**src/icd_pkg.sv**
```systemverilog
// icd command set and trace buffer sizing
// status byte layout is what the debug host decodes
package icd_pkg;

    localparam logic [7:0] CMD_STATUS     = 8'h10;
    localparam logic [7:0] CMD_READ_TRACE = 8'h20;
    localparam logic [7:0] CMD_CONTROL    = 8'h30;

    // control byte flags
    localparam int CTRL_RUN_BIT     = 0;
    localparam int CTRL_TRACE_BIT   = 1;
    localparam int CTRL_CLR_OVF_BIT = 2;

    localparam logic [7:0] IDLE_BYTE = 8'hFF;   // sent when nothing was loaded

    localparam int TRACE_DEPTH = 8;             // records, power of two
    localparam int TRACE_PTR_W = $clog2(TRACE_DEPTH);
    localparam int REC_BYTES   = 4;             // bytes per record on spi

    typedef logic [3:0] level_t;    // 0 .. TRACE_DEPTH

    typedef struct packed {
        logic   overflow;   // sticky
        logic   empty;
        logic   full;
        logic   zero;       // reads 0
        level_t level;
    } icd_status_t;

endpackage

```
**src/cpu_bus_pkg.sv**
```systemverilog
// cpu side of the trace path; 65xx bus with a 16-bit address only
// record layout is fixed at 32 bits, the icd readout depends on it
package cpu_bus_pkg;

    localparam int CPU_AW = 16;     // address bus
    localparam int CPU_DW = 8;      // data bus

    typedef logic [CPU_AW-1:0] cpu_addr_t;
    typedef logic [CPU_DW-1:0] cpu_data_t;

    // status pins as seen at setup time
    typedef struct packed {
        logic sync_vpa;     // sync (8b) / vpa (16b)
        logic mlock;        // memory lock
        logic vpull;        // vector pull
        logic vda;          // 16b only
        logic ef;           // 16b only
        logic sob_mx;       // sob (8b) / mx (16b)
        logic rdy;
        logic rwn;          // 1 = read
    } cpu_status_t;

    localparam int PHASE_COUNT = 6;     // clk6x per cpu cycle
    typedef logic [2:0] phase_t;

    localparam phase_t PH_SETUP      = 3'd2;    // address valid, setup_cs
    localparam phase_t PH_CPHI2_HIGH = 3'd3;    // first phase with cphi2 high
    localparam phase_t PH_RELEASE_WR = 3'd4;    // write data valid

    typedef struct packed {
        cpu_addr_t   addr;
        cpu_data_t   data;
        cpu_status_t status;
    } trace_rec_t;

endpackage
```
**src/icd_byte_if.sv**
```systemverilog
`timescale 1ns/1ps
// byte exchange between icd spi slave and command reader
// tx_load must follow its rx pulse within 3 clk6x
interface icd_byte_if;

    logic [7:0] rx_byte;
    logic       rx_hdr;     // first byte after csn fall
    logic       rx_db;      // every later byte
    logic [7:0] tx_byte;
    logic       tx_load;    // latch tx_byte for the next byte out

    modport slave_mp (output rx_byte, output rx_hdr, output rx_db,
                      input tx_byte, input tx_load);
    modport reader_mp (input rx_byte, input rx_hdr, input rx_db,
                       output tx_byte, output tx_load);

endinterface

```
**src/trace_buf_if.sv**
```systemverilog
`timescale 1ns/1ps
// record path between sampler, fifo and icd reader
// a push into a full fifo is dropped, never stalled
interface trace_buf_if #(
    parameter type item_t = cpu_bus_pkg::trace_rec_t
);
    import icd_pkg::*;

    logic   push;       // one record per pulse
    item_t  push_rec;
    logic   pop;        // ignored while empty
    logic   clr_ovf;    // clears sticky overflow
    item_t  head_rec;   // oldest entry, fall-through
    logic   empty;
    logic   full;
    level_t level;
    logic   overflow;

    modport push_mp (output push, output push_rec);
    modport pop_mp (output pop, output clr_ovf,
                    input head_rec, input empty, input full, input level, input overflow);
    modport fifo_mp (input push, input push_rec, input pop, input clr_ovf,
                     output head_rec, output empty, output full, output level,
                     output overflow);

endinterface

```
**src/nora_trace_top.sv**
```systemverilog
`timescale 1ns/1ps
// trace path of the glue fpga, clk6x is the only clock
// icd_miso_o is meaningful only while icd_miso_oe_o is high
module nora_trace_top (
    input  logic                     clk6x,
    input  logic                     reset_i,
    input  cpu_bus_pkg::cpu_addr_t   cpu_ab_i,
    input  cpu_bus_pkg::cpu_data_t   cpu_db_i,
    input  cpu_bus_pkg::cpu_status_t cpu_status_i,
    input  logic                     icd_sck_i,
    input  logic                     icd_csn_i,
    input  logic                     icd_mosi_i,
    output logic                     cphi2_o,
    output logic                     icd_miso_o,
    output logic                     icd_miso_oe_o
);

    logic run_cpu;      // from icd control byte
    logic trace_en;
    logic setup_cs;
    logic release_wr;

    trace_buf_if i_trace_buf ();
    icd_byte_if  i_icd_byte ();

    cpu_phaser i_cpu_phaser (
        .clk6x        (clk6x),
        .reset_i      (reset_i),
        .run_i        (run_cpu),
        .cphi2_o      (cphi2_o),
        .setup_cs_o   (setup_cs),
        .release_wr_o (release_wr),
        .stopped_o    ()
    );

    bus_trace_sampler i_bus_trace_sampler (
        .clk6x        (clk6x),
        .reset_i      (reset_i),
        .cpu_ab_i     (cpu_ab_i),
        .cpu_db_i     (cpu_db_i),
        .cpu_status_i (cpu_status_i),
        .setup_cs_i   (setup_cs),
        .release_wr_i (release_wr),
        .trace_en_i   (trace_en),
        .buf_o        (i_trace_buf.push_mp)
    );

    trace_fifo i_trace_fifo (
        .clk6x   (clk6x),
        .reset_i (reset_i),
        .buf_io  (i_trace_buf.fifo_mp)
    );

    icd_spi_slave i_icd_spi_slave (
        .clk6x     (clk6x),
        .reset_i   (reset_i),
        .sck_i     (icd_sck_i),
        .csn_i     (icd_csn_i),
        .mosi_i    (icd_mosi_i),
        .miso_o    (icd_miso_o),
        .miso_oe_o (icd_miso_oe_o),
        .byte_o    (i_icd_byte.slave_mp)
    );

    icd_trace_reader i_icd_trace_reader (
        .clk6x      (clk6x),
        .reset_i    (reset_i),
        .byte_i     (i_icd_byte.reader_mp),
        .buf_i      (i_trace_buf.pop_mp),
        .run_cpu_o  (run_cpu),
        .trace_en_o (trace_en)
    );

endmodule

```
**src/icd_trace_reader.sv**
```systemverilog
`timescale 1ns/1ps
// icd command decoder for status, trace readout and cpu control
// one record per READ_TRACE frame, bytes past it read as idle
module icd_trace_reader (
    input  logic          clk6x,
    input  logic          reset_i,
    icd_byte_if.reader_mp byte_i,
    trace_buf_if.pop_mp   buf_i,
    output logic          run_cpu_o,
    output logic          trace_en_o
);
    import icd_pkg::*;

    typedef enum logic [1:0] {
        ST_IDLE,    // no command or done, answers idle
        ST_CTRL,    // flag byte expected
        ST_TRACE    // record bytes left to send
    } state_t;

    state_t                 state;
    logic [REC_BYTES*8-1:0] rec_sr;     // msb byte is the one on the wire
    logic [1:0]             byte_idx;   // record bytes still to load
    icd_status_t            status;
    logic [7:0]             tx_byte_r;
    logic                   tx_load_r;
    logic                   pop_r;
    logic                   clr_ovf_r;
    logic                   run_r;
    logic                   trace_r;

    assign status = '{overflow: buf_i.overflow, empty: buf_i.empty, full: buf_i.full,
                      zero: 1'b0, level: buf_i.level};

    always_ff @(posedge clk6x)
    begin
        if (reset_i)
        begin
            state     <= ST_IDLE;
            byte_idx  <= '0;
            tx_load_r <= 1'b0;
            pop_r     <= 1'b0;
            clr_ovf_r <= 1'b0;
            run_r     <= 1'b0;
            trace_r   <= 1'b0;
        end
        else
        begin
            tx_load_r <= 1'b0;      // one-cycle pulses
            pop_r     <= 1'b0;
            clr_ovf_r <= 1'b0;
            if (byte_i.rx_hdr)
            begin
                state <= ST_IDLE;
                case (byte_i.rx_byte)
                    CMD_STATUS:
                    begin
                        tx_byte_r <= status;
                        tx_load_r <= 1'b1;
                    end
                    CMD_READ_TRACE:
                    begin
                        if (!buf_i.empty)
                        begin
                            rec_sr    <= buf_i.head_rec;  // taken before the pop lands
                            tx_byte_r <= buf_i.head_rec[REC_BYTES*8-1 -: 8];
                            tx_load_r <= 1'b1;
                            pop_r     <= 1'b1;
                            byte_idx  <= 2'(REC_BYTES - 1);
                            state     <= ST_TRACE;
                        end
                    end
                    CMD_CONTROL: state <= ST_CTRL;
                    default:     state <= ST_IDLE;  // unknown, idle bytes only
                endcase
            end
            else if (byte_i.rx_db)
            begin
                case (state)
                    ST_CTRL:
                    begin
                        run_r     <= byte_i.rx_byte[CTRL_RUN_BIT];
                        trace_r   <= byte_i.rx_byte[CTRL_TRACE_BIT];
                        clr_ovf_r <= byte_i.rx_byte[CTRL_CLR_OVF_BIT];
                        state     <= ST_IDLE;
                    end
                    ST_TRACE:
                    begin
                        rec_sr    <= rec_sr << 8;
                        tx_byte_r <= rec_sr[REC_BYTES*8-9 -: 8];
                        tx_load_r <= 1'b1;
                        byte_idx  <= byte_idx - 2'd1;
                        if (byte_idx == 2'd1)
                            state <= ST_IDLE;   // last record byte loaded
                    end
                    default: state <= ST_IDLE;
                endcase
            end
        end
    end

    assign byte_i.tx_byte = tx_byte_r;
    assign byte_i.tx_load = tx_load_r;
    assign buf_i.pop      = pop_r;
    assign buf_i.clr_ovf  = clr_ovf_r;
    assign run_cpu_o      = run_r;
    assign trace_en_o     = trace_r;

endmodule

```
**src/icd_spi_slave.sv**
```systemverilog
`timescale 1ns/1ps
// icd spi target, mode 0, msb first; pins pass a two-flop sync
// sck high and low times must each be at least 4 clk6x
module icd_spi_slave (
    input  logic         clk6x,
    input  logic         reset_i,
    input  logic         sck_i,
    input  logic         csn_i,
    input  logic         mosi_i,
    output logic         miso_o,
    output logic         miso_oe_o,
    icd_byte_if.slave_mp byte_o
);
    import icd_pkg::*;

    logic [1:0] sck_s;
    logic [1:0] csn_s;
    logic [1:0] mosi_s;
    logic       sck_d;      // previous synced sck
    logic       sck_rise;
    logic       sck_fall;
    logic       active;
    logic [2:0] bit_cnt;
    logic [6:0] rx_sr;      // bits so far
    logic [7:0] tx_sr;      // msb is on miso
    logic [7:0] tx_next;    // byte for the next slot
    logic       first_r;    // next full byte is the header
    logic [7:0] rx_byte_r;
    logic       rx_hdr_r;
    logic       rx_db_r;

    assign active   = !csn_s[1];
    assign sck_rise = active && sck_s[1] && !sck_d;
    assign sck_fall = active && !sck_s[1] && sck_d;

    always_ff @(posedge clk6x)
    begin
        if (reset_i)
        begin
            sck_s  <= '0;
            csn_s  <= '1;
            mosi_s <= '0;
            sck_d  <= 1'b0;
        end
        else
        begin
            sck_s  <= {sck_s[0], sck_i};
            csn_s  <= {csn_s[0], csn_i};
            mosi_s <= {mosi_s[0], mosi_i};
            sck_d  <= sck_s[1];
        end
    end

    always_ff @(posedge clk6x)
    begin
        if (sck_rise)
        begin
            rx_sr <= {rx_sr[5:0], mosi_s[1]};
            if (bit_cnt == 3'd7)
                rx_byte_r <= {rx_sr, mosi_s[1]};
        end
    end

    always_ff @(posedge clk6x)
    begin
        if (reset_i)
        begin
            bit_cnt  <= '0;
            first_r  <= 1'b1;
            tx_sr    <= IDLE_BYTE;
            tx_next  <= IDLE_BYTE;
            rx_hdr_r <= 1'b0;
            rx_db_r  <= 1'b0;
        end
        else
        begin
            rx_hdr_r <= 1'b0;
            rx_db_r  <= 1'b0;
            if (!active)
            begin
                bit_cnt <= '0;
                first_r <= 1'b1;
                tx_sr   <= IDLE_BYTE;     // header slot always idle
                tx_next <= IDLE_BYTE;
            end
            else
            begin
                if (byte_o.tx_load)
                    tx_next <= byte_o.tx_byte;
                if (sck_rise)
                begin
                    bit_cnt <= bit_cnt + 3'd1;
                    if (bit_cnt == 3'd7)
                    begin
                        rx_hdr_r <= first_r;
                        rx_db_r  <= !first_r;
                        first_r  <= 1'b0;
                    end
                end
                if (sck_fall)
                begin
                    if (bit_cnt == '0)
                    begin
                        tx_sr   <= tx_next;   // byte boundary
                        tx_next <= IDLE_BYTE; // unless reloaded
                    end
                    else
                        tx_sr <= {tx_sr[6:0], 1'b1};
                end
            end
        end
    end

    assign miso_o         = tx_sr[7];
    assign miso_oe_o      = active;
    assign byte_o.rx_byte = rx_byte_r;
    assign byte_o.rx_hdr  = rx_hdr_r;
    assign byte_o.rx_db   = rx_db_r;

endmodule

```
**src/trace_fifo.sv**
```systemverilog
`timescale 1ns/1ps
// fall-through buffer of TRACE_DEPTH entries, depth a power of two
// no back-pressure, so a push while full is lost and flagged
module trace_fifo #(
    parameter type item_t = cpu_bus_pkg::trace_rec_t
) (
    input  logic         clk6x,
    input  logic         reset_i,
    trace_buf_if.fifo_mp buf_io
);
    import icd_pkg::*;

    item_t                  mem [TRACE_DEPTH];
    logic [TRACE_PTR_W-1:0] wr_ptr;     // wraps naturally
    logic [TRACE_PTR_W-1:0] rd_ptr;
    level_t                 level_r;
    logic                   ovf_r;
    logic                   full;
    logic                   empty;
    logic                   do_push;
    logic                   do_pop;

    assign full    = (level_r == level_t'(TRACE_DEPTH));
    assign empty   = (level_r == '0);
    assign do_push = buf_io.push && !full;
    assign do_pop  = buf_io.pop && !empty;

    always_ff @(posedge clk6x)
    begin
        if (do_push)
        begin
            mem[wr_ptr] <= buf_io.push_rec;
        end
    end

    always_ff @(posedge clk6x)
    begin
        if (reset_i)
        begin
            wr_ptr  <= '0;
            rd_ptr  <= '0;
            level_r <= '0;
            ovf_r   <= 1'b0;
        end
        else
        begin
            if (do_push)
                wr_ptr <= wr_ptr + 1'b1;
            if (do_pop)
                rd_ptr <= rd_ptr + 1'b1;
            case ({do_push, do_pop})
                2'b10:   level_r <= level_r + 4'd1;
                2'b01:   level_r <= level_r - 4'd1;
                default: level_r <= level_r;   // none, or both at once
            endcase
            if (buf_io.push && full)
                ovf_r <= 1'b1;      // a lost record wins over clear
            else if (buf_io.clr_ovf)
                ovf_r <= 1'b0;
        end
    end

    assign buf_io.head_rec = mem[rd_ptr];
    assign buf_io.empty    = empty;
    assign buf_io.full     = full;
    assign buf_io.level    = level_r;
    assign buf_io.overflow = ovf_r;

endmodule

```
**src/bus_trace_sampler.sv**
```systemverilog
`timescale 1ns/1ps
// one trace record per cpu cycle, pushed a clk6x after release_wr
// write data must be valid on the data bus by release_wr
module bus_trace_sampler (
    input  logic                     clk6x,
    input  logic                     reset_i,
    input  cpu_bus_pkg::cpu_addr_t   cpu_ab_i,
    input  cpu_bus_pkg::cpu_data_t   cpu_db_i,
    input  cpu_bus_pkg::cpu_status_t cpu_status_i,
    input  logic                     setup_cs_i,
    input  logic                     release_wr_i,
    input  logic                     trace_en_i,
    trace_buf_if.push_mp             buf_o
);
    import cpu_bus_pkg::*;

    cpu_addr_t   addr_r;
    cpu_status_t status_r;
    cpu_data_t   data_r;
    trace_rec_t  rec;
    logic        push_r;

    always_ff @(posedge clk6x)
    begin
        if (setup_cs_i)
        begin
            addr_r   <= cpu_ab_i;       // address stable after phi2 fall
            status_r <= cpu_status_i;
        end
        if (release_wr_i)
        begin
            data_r <= cpu_db_i;         // read or write data, end of phi2 high
        end
    end

    always_ff @(posedge clk6x)
    begin
        if (reset_i)
        begin
            push_r <= 1'b0;
        end
        else
        begin
            push_r <= release_wr_i && trace_en_i;
        end
    end

    assign rec = '{addr: addr_r, data: data_r, status: status_r};

    assign buf_o.push     = push_r;
    assign buf_o.push_rec = rec;

endmodule

```
**src/cpu_phaser.sv**
```systemverilog
`timescale 1ns/1ps
// cpu clock from clk6x, 3 low + 3 high; run is sampled only at cycle end
// stopping always completes the cycle in progress
module cpu_phaser (
    input  logic clk6x,
    input  logic reset_i,
    input  logic run_i,
    output logic cphi2_o,
    output logic setup_cs_o,
    output logic release_wr_o,
    output logic stopped_o
);
    import cpu_bus_pkg::*;

    phase_t phase_r;
    phase_t phase_nxt;
    logic   run_r;          // run as taken at the last boundary
    logic   cphi2_r;
    logic   cyc_end;

    assign cyc_end = (phase_r == phase_t'(PHASE_COUNT - 1));

    always_comb
    begin
        phase_nxt = phase_r;    // hold phase 0 while stopped
        if (run_r)
        begin
            phase_nxt = cyc_end ? '0 : phase_r + 3'd1;
        end
    end

    always_ff @(posedge clk6x)
    begin
        if (reset_i)
        begin
            phase_r <= '0;
            run_r   <= 1'b0;
            cphi2_r <= 1'b0;
        end
        else
        begin
            phase_r <= phase_nxt;
            if (cyc_end || !run_r)
            begin
                run_r <= run_i;     // boundary only
            end
            cphi2_r <= run_r && (phase_nxt >= PH_CPHI2_HIGH);  // aligned with phase_r
        end
    end

    // strobes decode the phase, phase is 0 whenever stopped
    assign setup_cs_o   = (phase_r == PH_SETUP);
    assign release_wr_o = (phase_r == PH_RELEASE_WR);
    assign cphi2_o      = cphi2_r;
    assign stopped_o    = !run_r;

endmodule

```
**config.mk**
```make
export PLATFORM = sky130hd
export DESIGN_NAME = nora_trace_top
export DESIGN_NICKNAME = d
export VERILOG_FILES = /design/src/icd_pkg.sv /design/src/cpu_bus_pkg.sv /design/src/icd_byte_if.sv /design/src/trace_buf_if.sv /design/src/nora_trace_top.sv /design/src/icd_trace_reader.sv /design/src/icd_spi_slave.sv /design/src/trace_fifo.sv /design/src/bus_trace_sampler.sv /design/src/cpu_phaser.sv
export SDC_FILE = /design/constraint.sdc
export NUM_CORES = 1
export LEC_CHECK = 0
export BUFFER_PORTS_ARGS = -buffer_cell sky130_fd_sc_hd__buf_2
export CAP_MARGIN = 5
export CORE_MARGIN = 5
export CORE_UTILIZATION = 52
export DETAILED_ROUTE_END_ITERATION = 8
export GPL_TIMING_DRIVEN = 0
export PLACE_DENSITY = 0.79
export SYNTH_ARGS = -nofsm -noshare
export SYNTH_HDL_FRONTEND = slang
export SYNTH_SLANG_ARGS = --single-unit
```
**constraint.sdc**
```tcl
create_clock -name clk6x -period 12.85 [get_ports clk6x]
set_clock_uncertainty 0.2 [all_clocks]
set_input_delay 0.6425 -clock clk6x [delete_from_list [all_inputs] [get_ports clk6x]]
set_output_delay 0.6425 -clock clk6x [all_outputs]
set_load 0.1 [all_outputs]
```
[After elaboration in Yosys (flattened, before gate mapping)]
Memory sizes are Yosys's and may differ from the RTL's. A register that Yosys moved wholly into a read port is not among the register bits.
Index checks and enable logic that the tools add are counted.
Operators by class
  add/subtract/negate cells: 7
  order comparisons: 1
  equality and inequality tests: 18
  multiplexer cells: 39
  bitwise operators: 7
  reductions and logical operators: 33
Operator list (number)
  two-way mux 24 bit: 5
  two-way mux 8 bit: 8
  two-way mux 2 bit: 10
  == test 8 x 6 -> 1 bit (second input constant): 2
  one-hot mux 8 bit (2 select lines): 1
  adder 3 x 1 -> 3 bit (second input constant): 4
  two-way mux 3 bit: 4
  AND reduction 5 bit: 2
  == test 3 bit (second input constant): 3
  logical AND 1 bit: 9
  == test 8 x 5 -> 1 bit (second input constant): 1
  two-way mux 1 bit: 8
  one-hot mux 4 bit (2 select lines): 1
  nonzero test 2 bit: 4
  OR reduction 4 bit: 2
  zero test 1 bit: 7
  inverter 1 bit: 7
  == test 2 x 1 -> 1 bit (second input constant): 3
  adder 4 x 1 -> 4 bit (second input constant): 1
  == test 2 bit (second input constant): 2
  == test 4 bit (second input constant): 1
  zero test 4 bit: 1
  one-hot mux 2 bit (2 select lines): 1
  AND reduction 2 bit: 2
  16 further kinds: 16
Storage, ports and cells
  register bits after elaboration: 134
  RAM bits: 256
  input port bits: 37
  output and inout port bits: 3
  logic and storage cells: 145
  memories: 1
Memories
  i_trace_fifo.mem: words 8, width 32, read ports 1, clocked after Yosys merged registers in 1, write ports 1, line trace_fifo.sv:13  | item_t mem [TRACE_DEPTH];

[Logic depth before layout (Yosys ltp)]
  depth after elaboration: 5
  gate-level depth with buffers: 11
  mapped depth without buffers: 10

[Modules after synthesis]
A second synthesis with hierarchy kept.
Second synthesis, totals
  cells, all modules: 766
  area, all modules: 15133.3 µm²
By module, submodules not included
  trace_fifo: times used 1, cells each 448, area an instance 10487.6 µm²
  icd_trace_reader: times used 1, cells each 146, area an instance 1846.8 µm²
  icd_spi_slave: times used 1, cells each 115, area an instance 1561.5 µm²
  bus_trace_sampler: times used 1, cells each 34, area an instance 989.7 µm²
  cpu_phaser: times used 1, cells each 23, area an instance 247.7 µm²

[Worst setup path before layout]
No wires, ideal clock.
  kind: register to register
  from: register i_trace_fifo.level_r[1], in the netlist i_trace_fifo.buf_io.level[1]
  to: memory i_trace_fifo.mem[0][0] (netlist name) (enable)
  library setup time: 0.461 ns
  data arrival time: 3.431 ns
  required time: 12.189 ns
  slack: 8.757 ns
  stages on the path, launching flop included: 6
  path buffers: 1
  path through: dfxtp_1 clkbuf_1 or4b_1 nand2_1 or2_2 nor3_1
Between the ends
  word-level cells in the longest chain between the ends: 5
RTL lines
  start, declared: line trace_fifo.sv:16  | level_t level_r;
  start signal, assigned: line trace_fifo.sv:52  | 2'b10: level_r <= level_r + 4'd1;
  start signal, assigned: line trace_fifo.sv:53  | 2'b01: level_r <= level_r - 4'd1;
  start signal, assigned: line trace_fifo.sv:54  | default: level_r <= level_r;
  == test 4 bit: line trace_fifo.sv:23  | assign full = (level_r == level_t'(TRACE_DEPTH));
  zero test 1 bit: line trace_fifo.sv:25  | assign do_push = buf_io.push && !full;
  logical AND 1 bit: line trace_fifo.sv:25
  two-way mux 1 bit: line trace_fifo.sv:30  | if (do_push)
  two-way mux 1 bit (implied by the code): line trace_fifo.sv:32  | mem[wr_ptr] <= buf_io.push_rec;
  end, declared: line trace_fifo.sv:13
Every way passes these cells.

[Worst setup path in the final report]
  from: register i_trace_fifo.level_r[1], in the netlist i_trace_fifo.buf_io.level[1]
  to: memory i_trace_fifo.mem[0][20] (netlist name) (enable)
Same word-level chain as after synthesis.

==> impl_results.md <==
- Critical path's largest stage delay: 730 ps
- DR vias: 7,314
- RePlAce Congestion: 0.809
- Setup TNS Final: 0 ps
- Num CTS Buffers: 40
- HPWL after DPL: 17,700 microns
- Hold/Removal Path Class: in -> reg
- Io pins: 40
- Syn-to-layout area delta: 15.4%
- R2R Setup Slk: 9640 ps
- Synth area leader: edfxtp_1
- Die X: 178 microns
- Pwr per Cell Area: 148 mW/mm^2
- CTS Buffer Depth: 3
- TritonCTS sink count: 393
- Post-Syn Area: 0.0147 sq mm
- Max_slew headroom: 24.0%
- Top delay family on crit path: simple AND/OR/NAND/NOR gates
- Syn avg cell area: 19.0 sq um
- Starting DRT DRC Count: 681
- Worst EP arrival: 3260 ps
- Synthesized flop and latch total: 393
- Drt total wl: 28,700 microns
- Share of the synthesized area in the top cell type: 68.4%
- Initial Utilization: 52.8%
- Final hold vios: 0
- CTS tree: yes
- CP max stage cell: nor3_2
- EDFF count, synth: 335
- Clk_lat worst skew: 540 ps
- Leakage: 5.54 nW
- Synth top area cells: edfxtp_1 (68%), mux4_2 (8.6%), dfxtp_1 (7.9%), mux2i_1 (3.5%), nor2_1 (1.5%)
- FF-to-FF path depth: 7
- CP cell instances: clkbuf_1 > or4b_1 > nand2_1 > or2_2 > nor3_2 > buf_8 > buf_8
- Fin area: 0.0170 sq mm
- WHS Path Cells: 1
- Initial antenna violation count: 0
- Prevailing post-synth register cell: edfxtp_1
- Cell Rows: 61
- Largest net degree at the start of global routing: 21
- H-Tree Depth: 2
- Ant. Diodes: 0
- Fmax: 0.311 GHz
- Syn Nets: 819
- GRT Residual Overflow: 0
- Slew @ Worst Pin: 1140 ps
- Most common cell on crit path: buf_8
- Nets: 915
- Port Buf Inserts: 39
- CTS clk-pin slew, worst paths: 60 ps
- Cts repair resizes: 0
- WL per Instance: 22.5 microns
- Mapped Cells: 773
- Storage element area: 0.0112 sq mm
- CTS root buf: clkbuf_16
- Area of the core: 0.0279 sq mm
- Tmin final: 3210 ps
- Area after DPL: 0.0157 sq mm
- RR Endpoint: i_trace_fifo.mem[0][20]$_DFFE_PP_
- CP endpoint kind: flip-flop
- Hold_sp: cpu_status_i[5]
- Finished Layout Cells: 1,275
- Worst-path maximum fanout: 10
- Placed Cells: 1,205
- CTS Hold Bufs: 0
- Number of global-route vias before repair: 7,515
- First-pass GRT wire length: 43,600 microns
- Hold Path End: i_bus_trace_sampler.buf_o.push_rec[5]$_DFFE_PN_
- Fill count: 1,919
- Status: completed
- WS Path Type: reg -> reg
- Sequential fraction of the synthesis area: 76.3%
- Crit path buffers/inverters: 3
- DRT Pass-1 Iters: 7
- Reg2Reg Launch Point: i_trace_fifo.buf_io.level[1]$_SDFFE_PP0P_
- Via density: 5.74
- Synth unique cells: 49
- Die height: 178 microns
- Die Footprint: 0.0317 sq mm
- Max Cap Viol: 0
- Worst EP required: 12,900 ps
- Residual DRC: 0
- Yosys warns: 0
- Critical Path Start Type: flip-flop
- Final setup fails: 0
- Multi-input logic area: 0.00333 sq mm
- Gr usage total: 18.5%
- Share of cells above drive strength 1: 21.6%
- Ys async rst share: 0%
- Fin. max-slew vios: 0
- RSZ-0062 raised after global routing: no
- Post-CTS Setup Inserts: 0
- Worst vdd ir: 0.116 mV
- Antenna-violating nets left: 0
- Period utilization: 25.0%
==> power by group <==
part	switching, mW	total [mW]	leakage (nW)	internal (mW)
Combinational	0.00631	0.0117	1.44	0.00538
Sequential	0.000566	1.37	3.49	1.37
Clock	0.470	1.13	0.613	0.658
==> cell usage after synthesis, types with 2 or more instances <==
library cell / n
edfxtp_1: 335
nor2_1: 60
dfxtp_1: 58
mux4_2: 56
mux2i_1: 51
a21oi_1: 33
nand2_1: 28
clkbuf_1: 14
nor2b_1: 11
ha_1: 9
nor3_1: 9
inv_1: 8
mux4_1: 8
a221o_1: 7
buf_2: 7
nand3_1: 7
nor3b_1: 7
o211ai_1: 7
xor2_1: 7
buf_4: 6
buf_1: 4
o21ai_0: 4
and2_1: 3
nand2b_1: 3
or2_2: 3
and3b_1: 2
nand3b_1: 2
nor4_1: 2
xnor2_1: 2
==> cell type report <==
cell class | count | share of cell area [%]
clock buffers | 50 | 6.12
flip-flops and latches | 393 | 66.2
repair buffers | 54 | 2.64
plain buffers | 33 | 1.05
clock inverters | 20 | 1.39
inverters | 9 | 0.199
well taps | 378 | 2.79
multi-input cells | 338 | 19.7
==> layer usage <==
layer	vias to the layer above	GRT usage [%]	wire, microns
li1	3271	-	-
met1	3715	24.2	11400
met5	-	0	0
met4	0	5.80	940
met3	66	3.69	1750
met2	262	31.5	14600
==> through the flow <==
stage                     worst slack (ps)  util (%)  power, mW  hold WS (ps)
final                                 9640      60.9       2.51          69.2
after global placement                6340      55.2       1.41           203
after floorplan                       8760         -       1.40           189
after CTS                             9650      60.9       2.52          46.6
after global routing                  9480      60.9       2.58          48.3
after detailed placement              9680      56.3       1.41           212
==> logic make-up (layout without fill, tap and decap cells) <==
logic type	count (synthesis)	in the layout	synth area share (%)
buffers and inverters	42	166	1.45
muxes	116	116	13.6
adders and majority gates	9	9	0.766
and+or+nand+nor	145	145	4.86
xor gates and xnor gates	9	9	0.536
AOI/OAI and AO/OA	59	59	2.53
DFF	393	393	76.3
==> how the worst max path moves through the flow <==
stage	startpoint	endpoint	cells past startpoint
finish	i_trace_fifo.buf_io.level[1]$_SDFFE_PP0P_	i_trace_fifo.mem[0][20]$_DFFE_PP_	7
global route	i_trace_fifo.buf_io.level[1]$_SDFFE_PP0P_	i_trace_fifo.mem[0][20]$_DFFE_PP_	7
CTS	i_trace_fifo.buf_io.level[1]$_SDFFE_PP0P_	i_trace_fifo.mem[0][20]$_DFFE_PP_	7
detailed placement	i_trace_fifo.buf_io.level[1]$_SDFFE_PP0P_	i_trace_fifo.mem[0][11]$_DFFE_PP_	7
global placement	i_trace_fifo.buf_io.level[1]$_SDFFE_PP0P_	i_trace_fifo.mem[0][12]$_DFFE_PP_	5
floorplan	i_trace_fifo.buf_io.level[1]$_SDFFE_PP0P_	i_trace_fifo.mem[0][0]$_DFFE_PP_	5
==> cell usage in the layout, fill, tap and decap left out, types with 5 or more instances in the layout <==
cell type,count
edfxtp_1,335
dfxtp_1,58
mux4_2,56
nor2_1,54
mux2i_1,51
buf_2,46
clkbuf_16,40
a21oi_1,32
nand2_1,28
clkbuf_1,24
nor2b_1,11
clkinv_1,10
ha_1,9
inv_1,8
mux4_1,8
xor2_1,7
buf_4,7
a221o_1,7
nand3_1,7
nor3_1,7
o211ai_1,7
nor3b_1,6
buf_12,6
nor2_4,6
buf_6,5
==> state kept, by name (all words and copies together) (netlist names), 3 cells and up, named ones only <==
signal,flops
i_bus_trace_sampler.addr_r,16
i_bus_trace_sampler.buf_o.push_rec,8
i_bus_trace_sampler.data_r,8
i_cpu_phaser.phase_r,3
i_icd_spi_slave.bit_cnt,3
i_icd_spi_slave.byte_o.rx_byte,8
i_icd_spi_slave.rx_sr,7
i_icd_spi_slave.tx_next,8
i_icd_spi_slave.tx_sr,8
i_icd_trace_reader.byte_i.tx_byte,8
i_icd_trace_reader.rec_sr,24
i_trace_fifo.buf_io.level,4
i_trace_fifo.mem,256
i_trace_fifo.rd_ptr,3
i_trace_fifo.wr_ptr,3
Note: power is estimated with default switching activity, not from simulation.
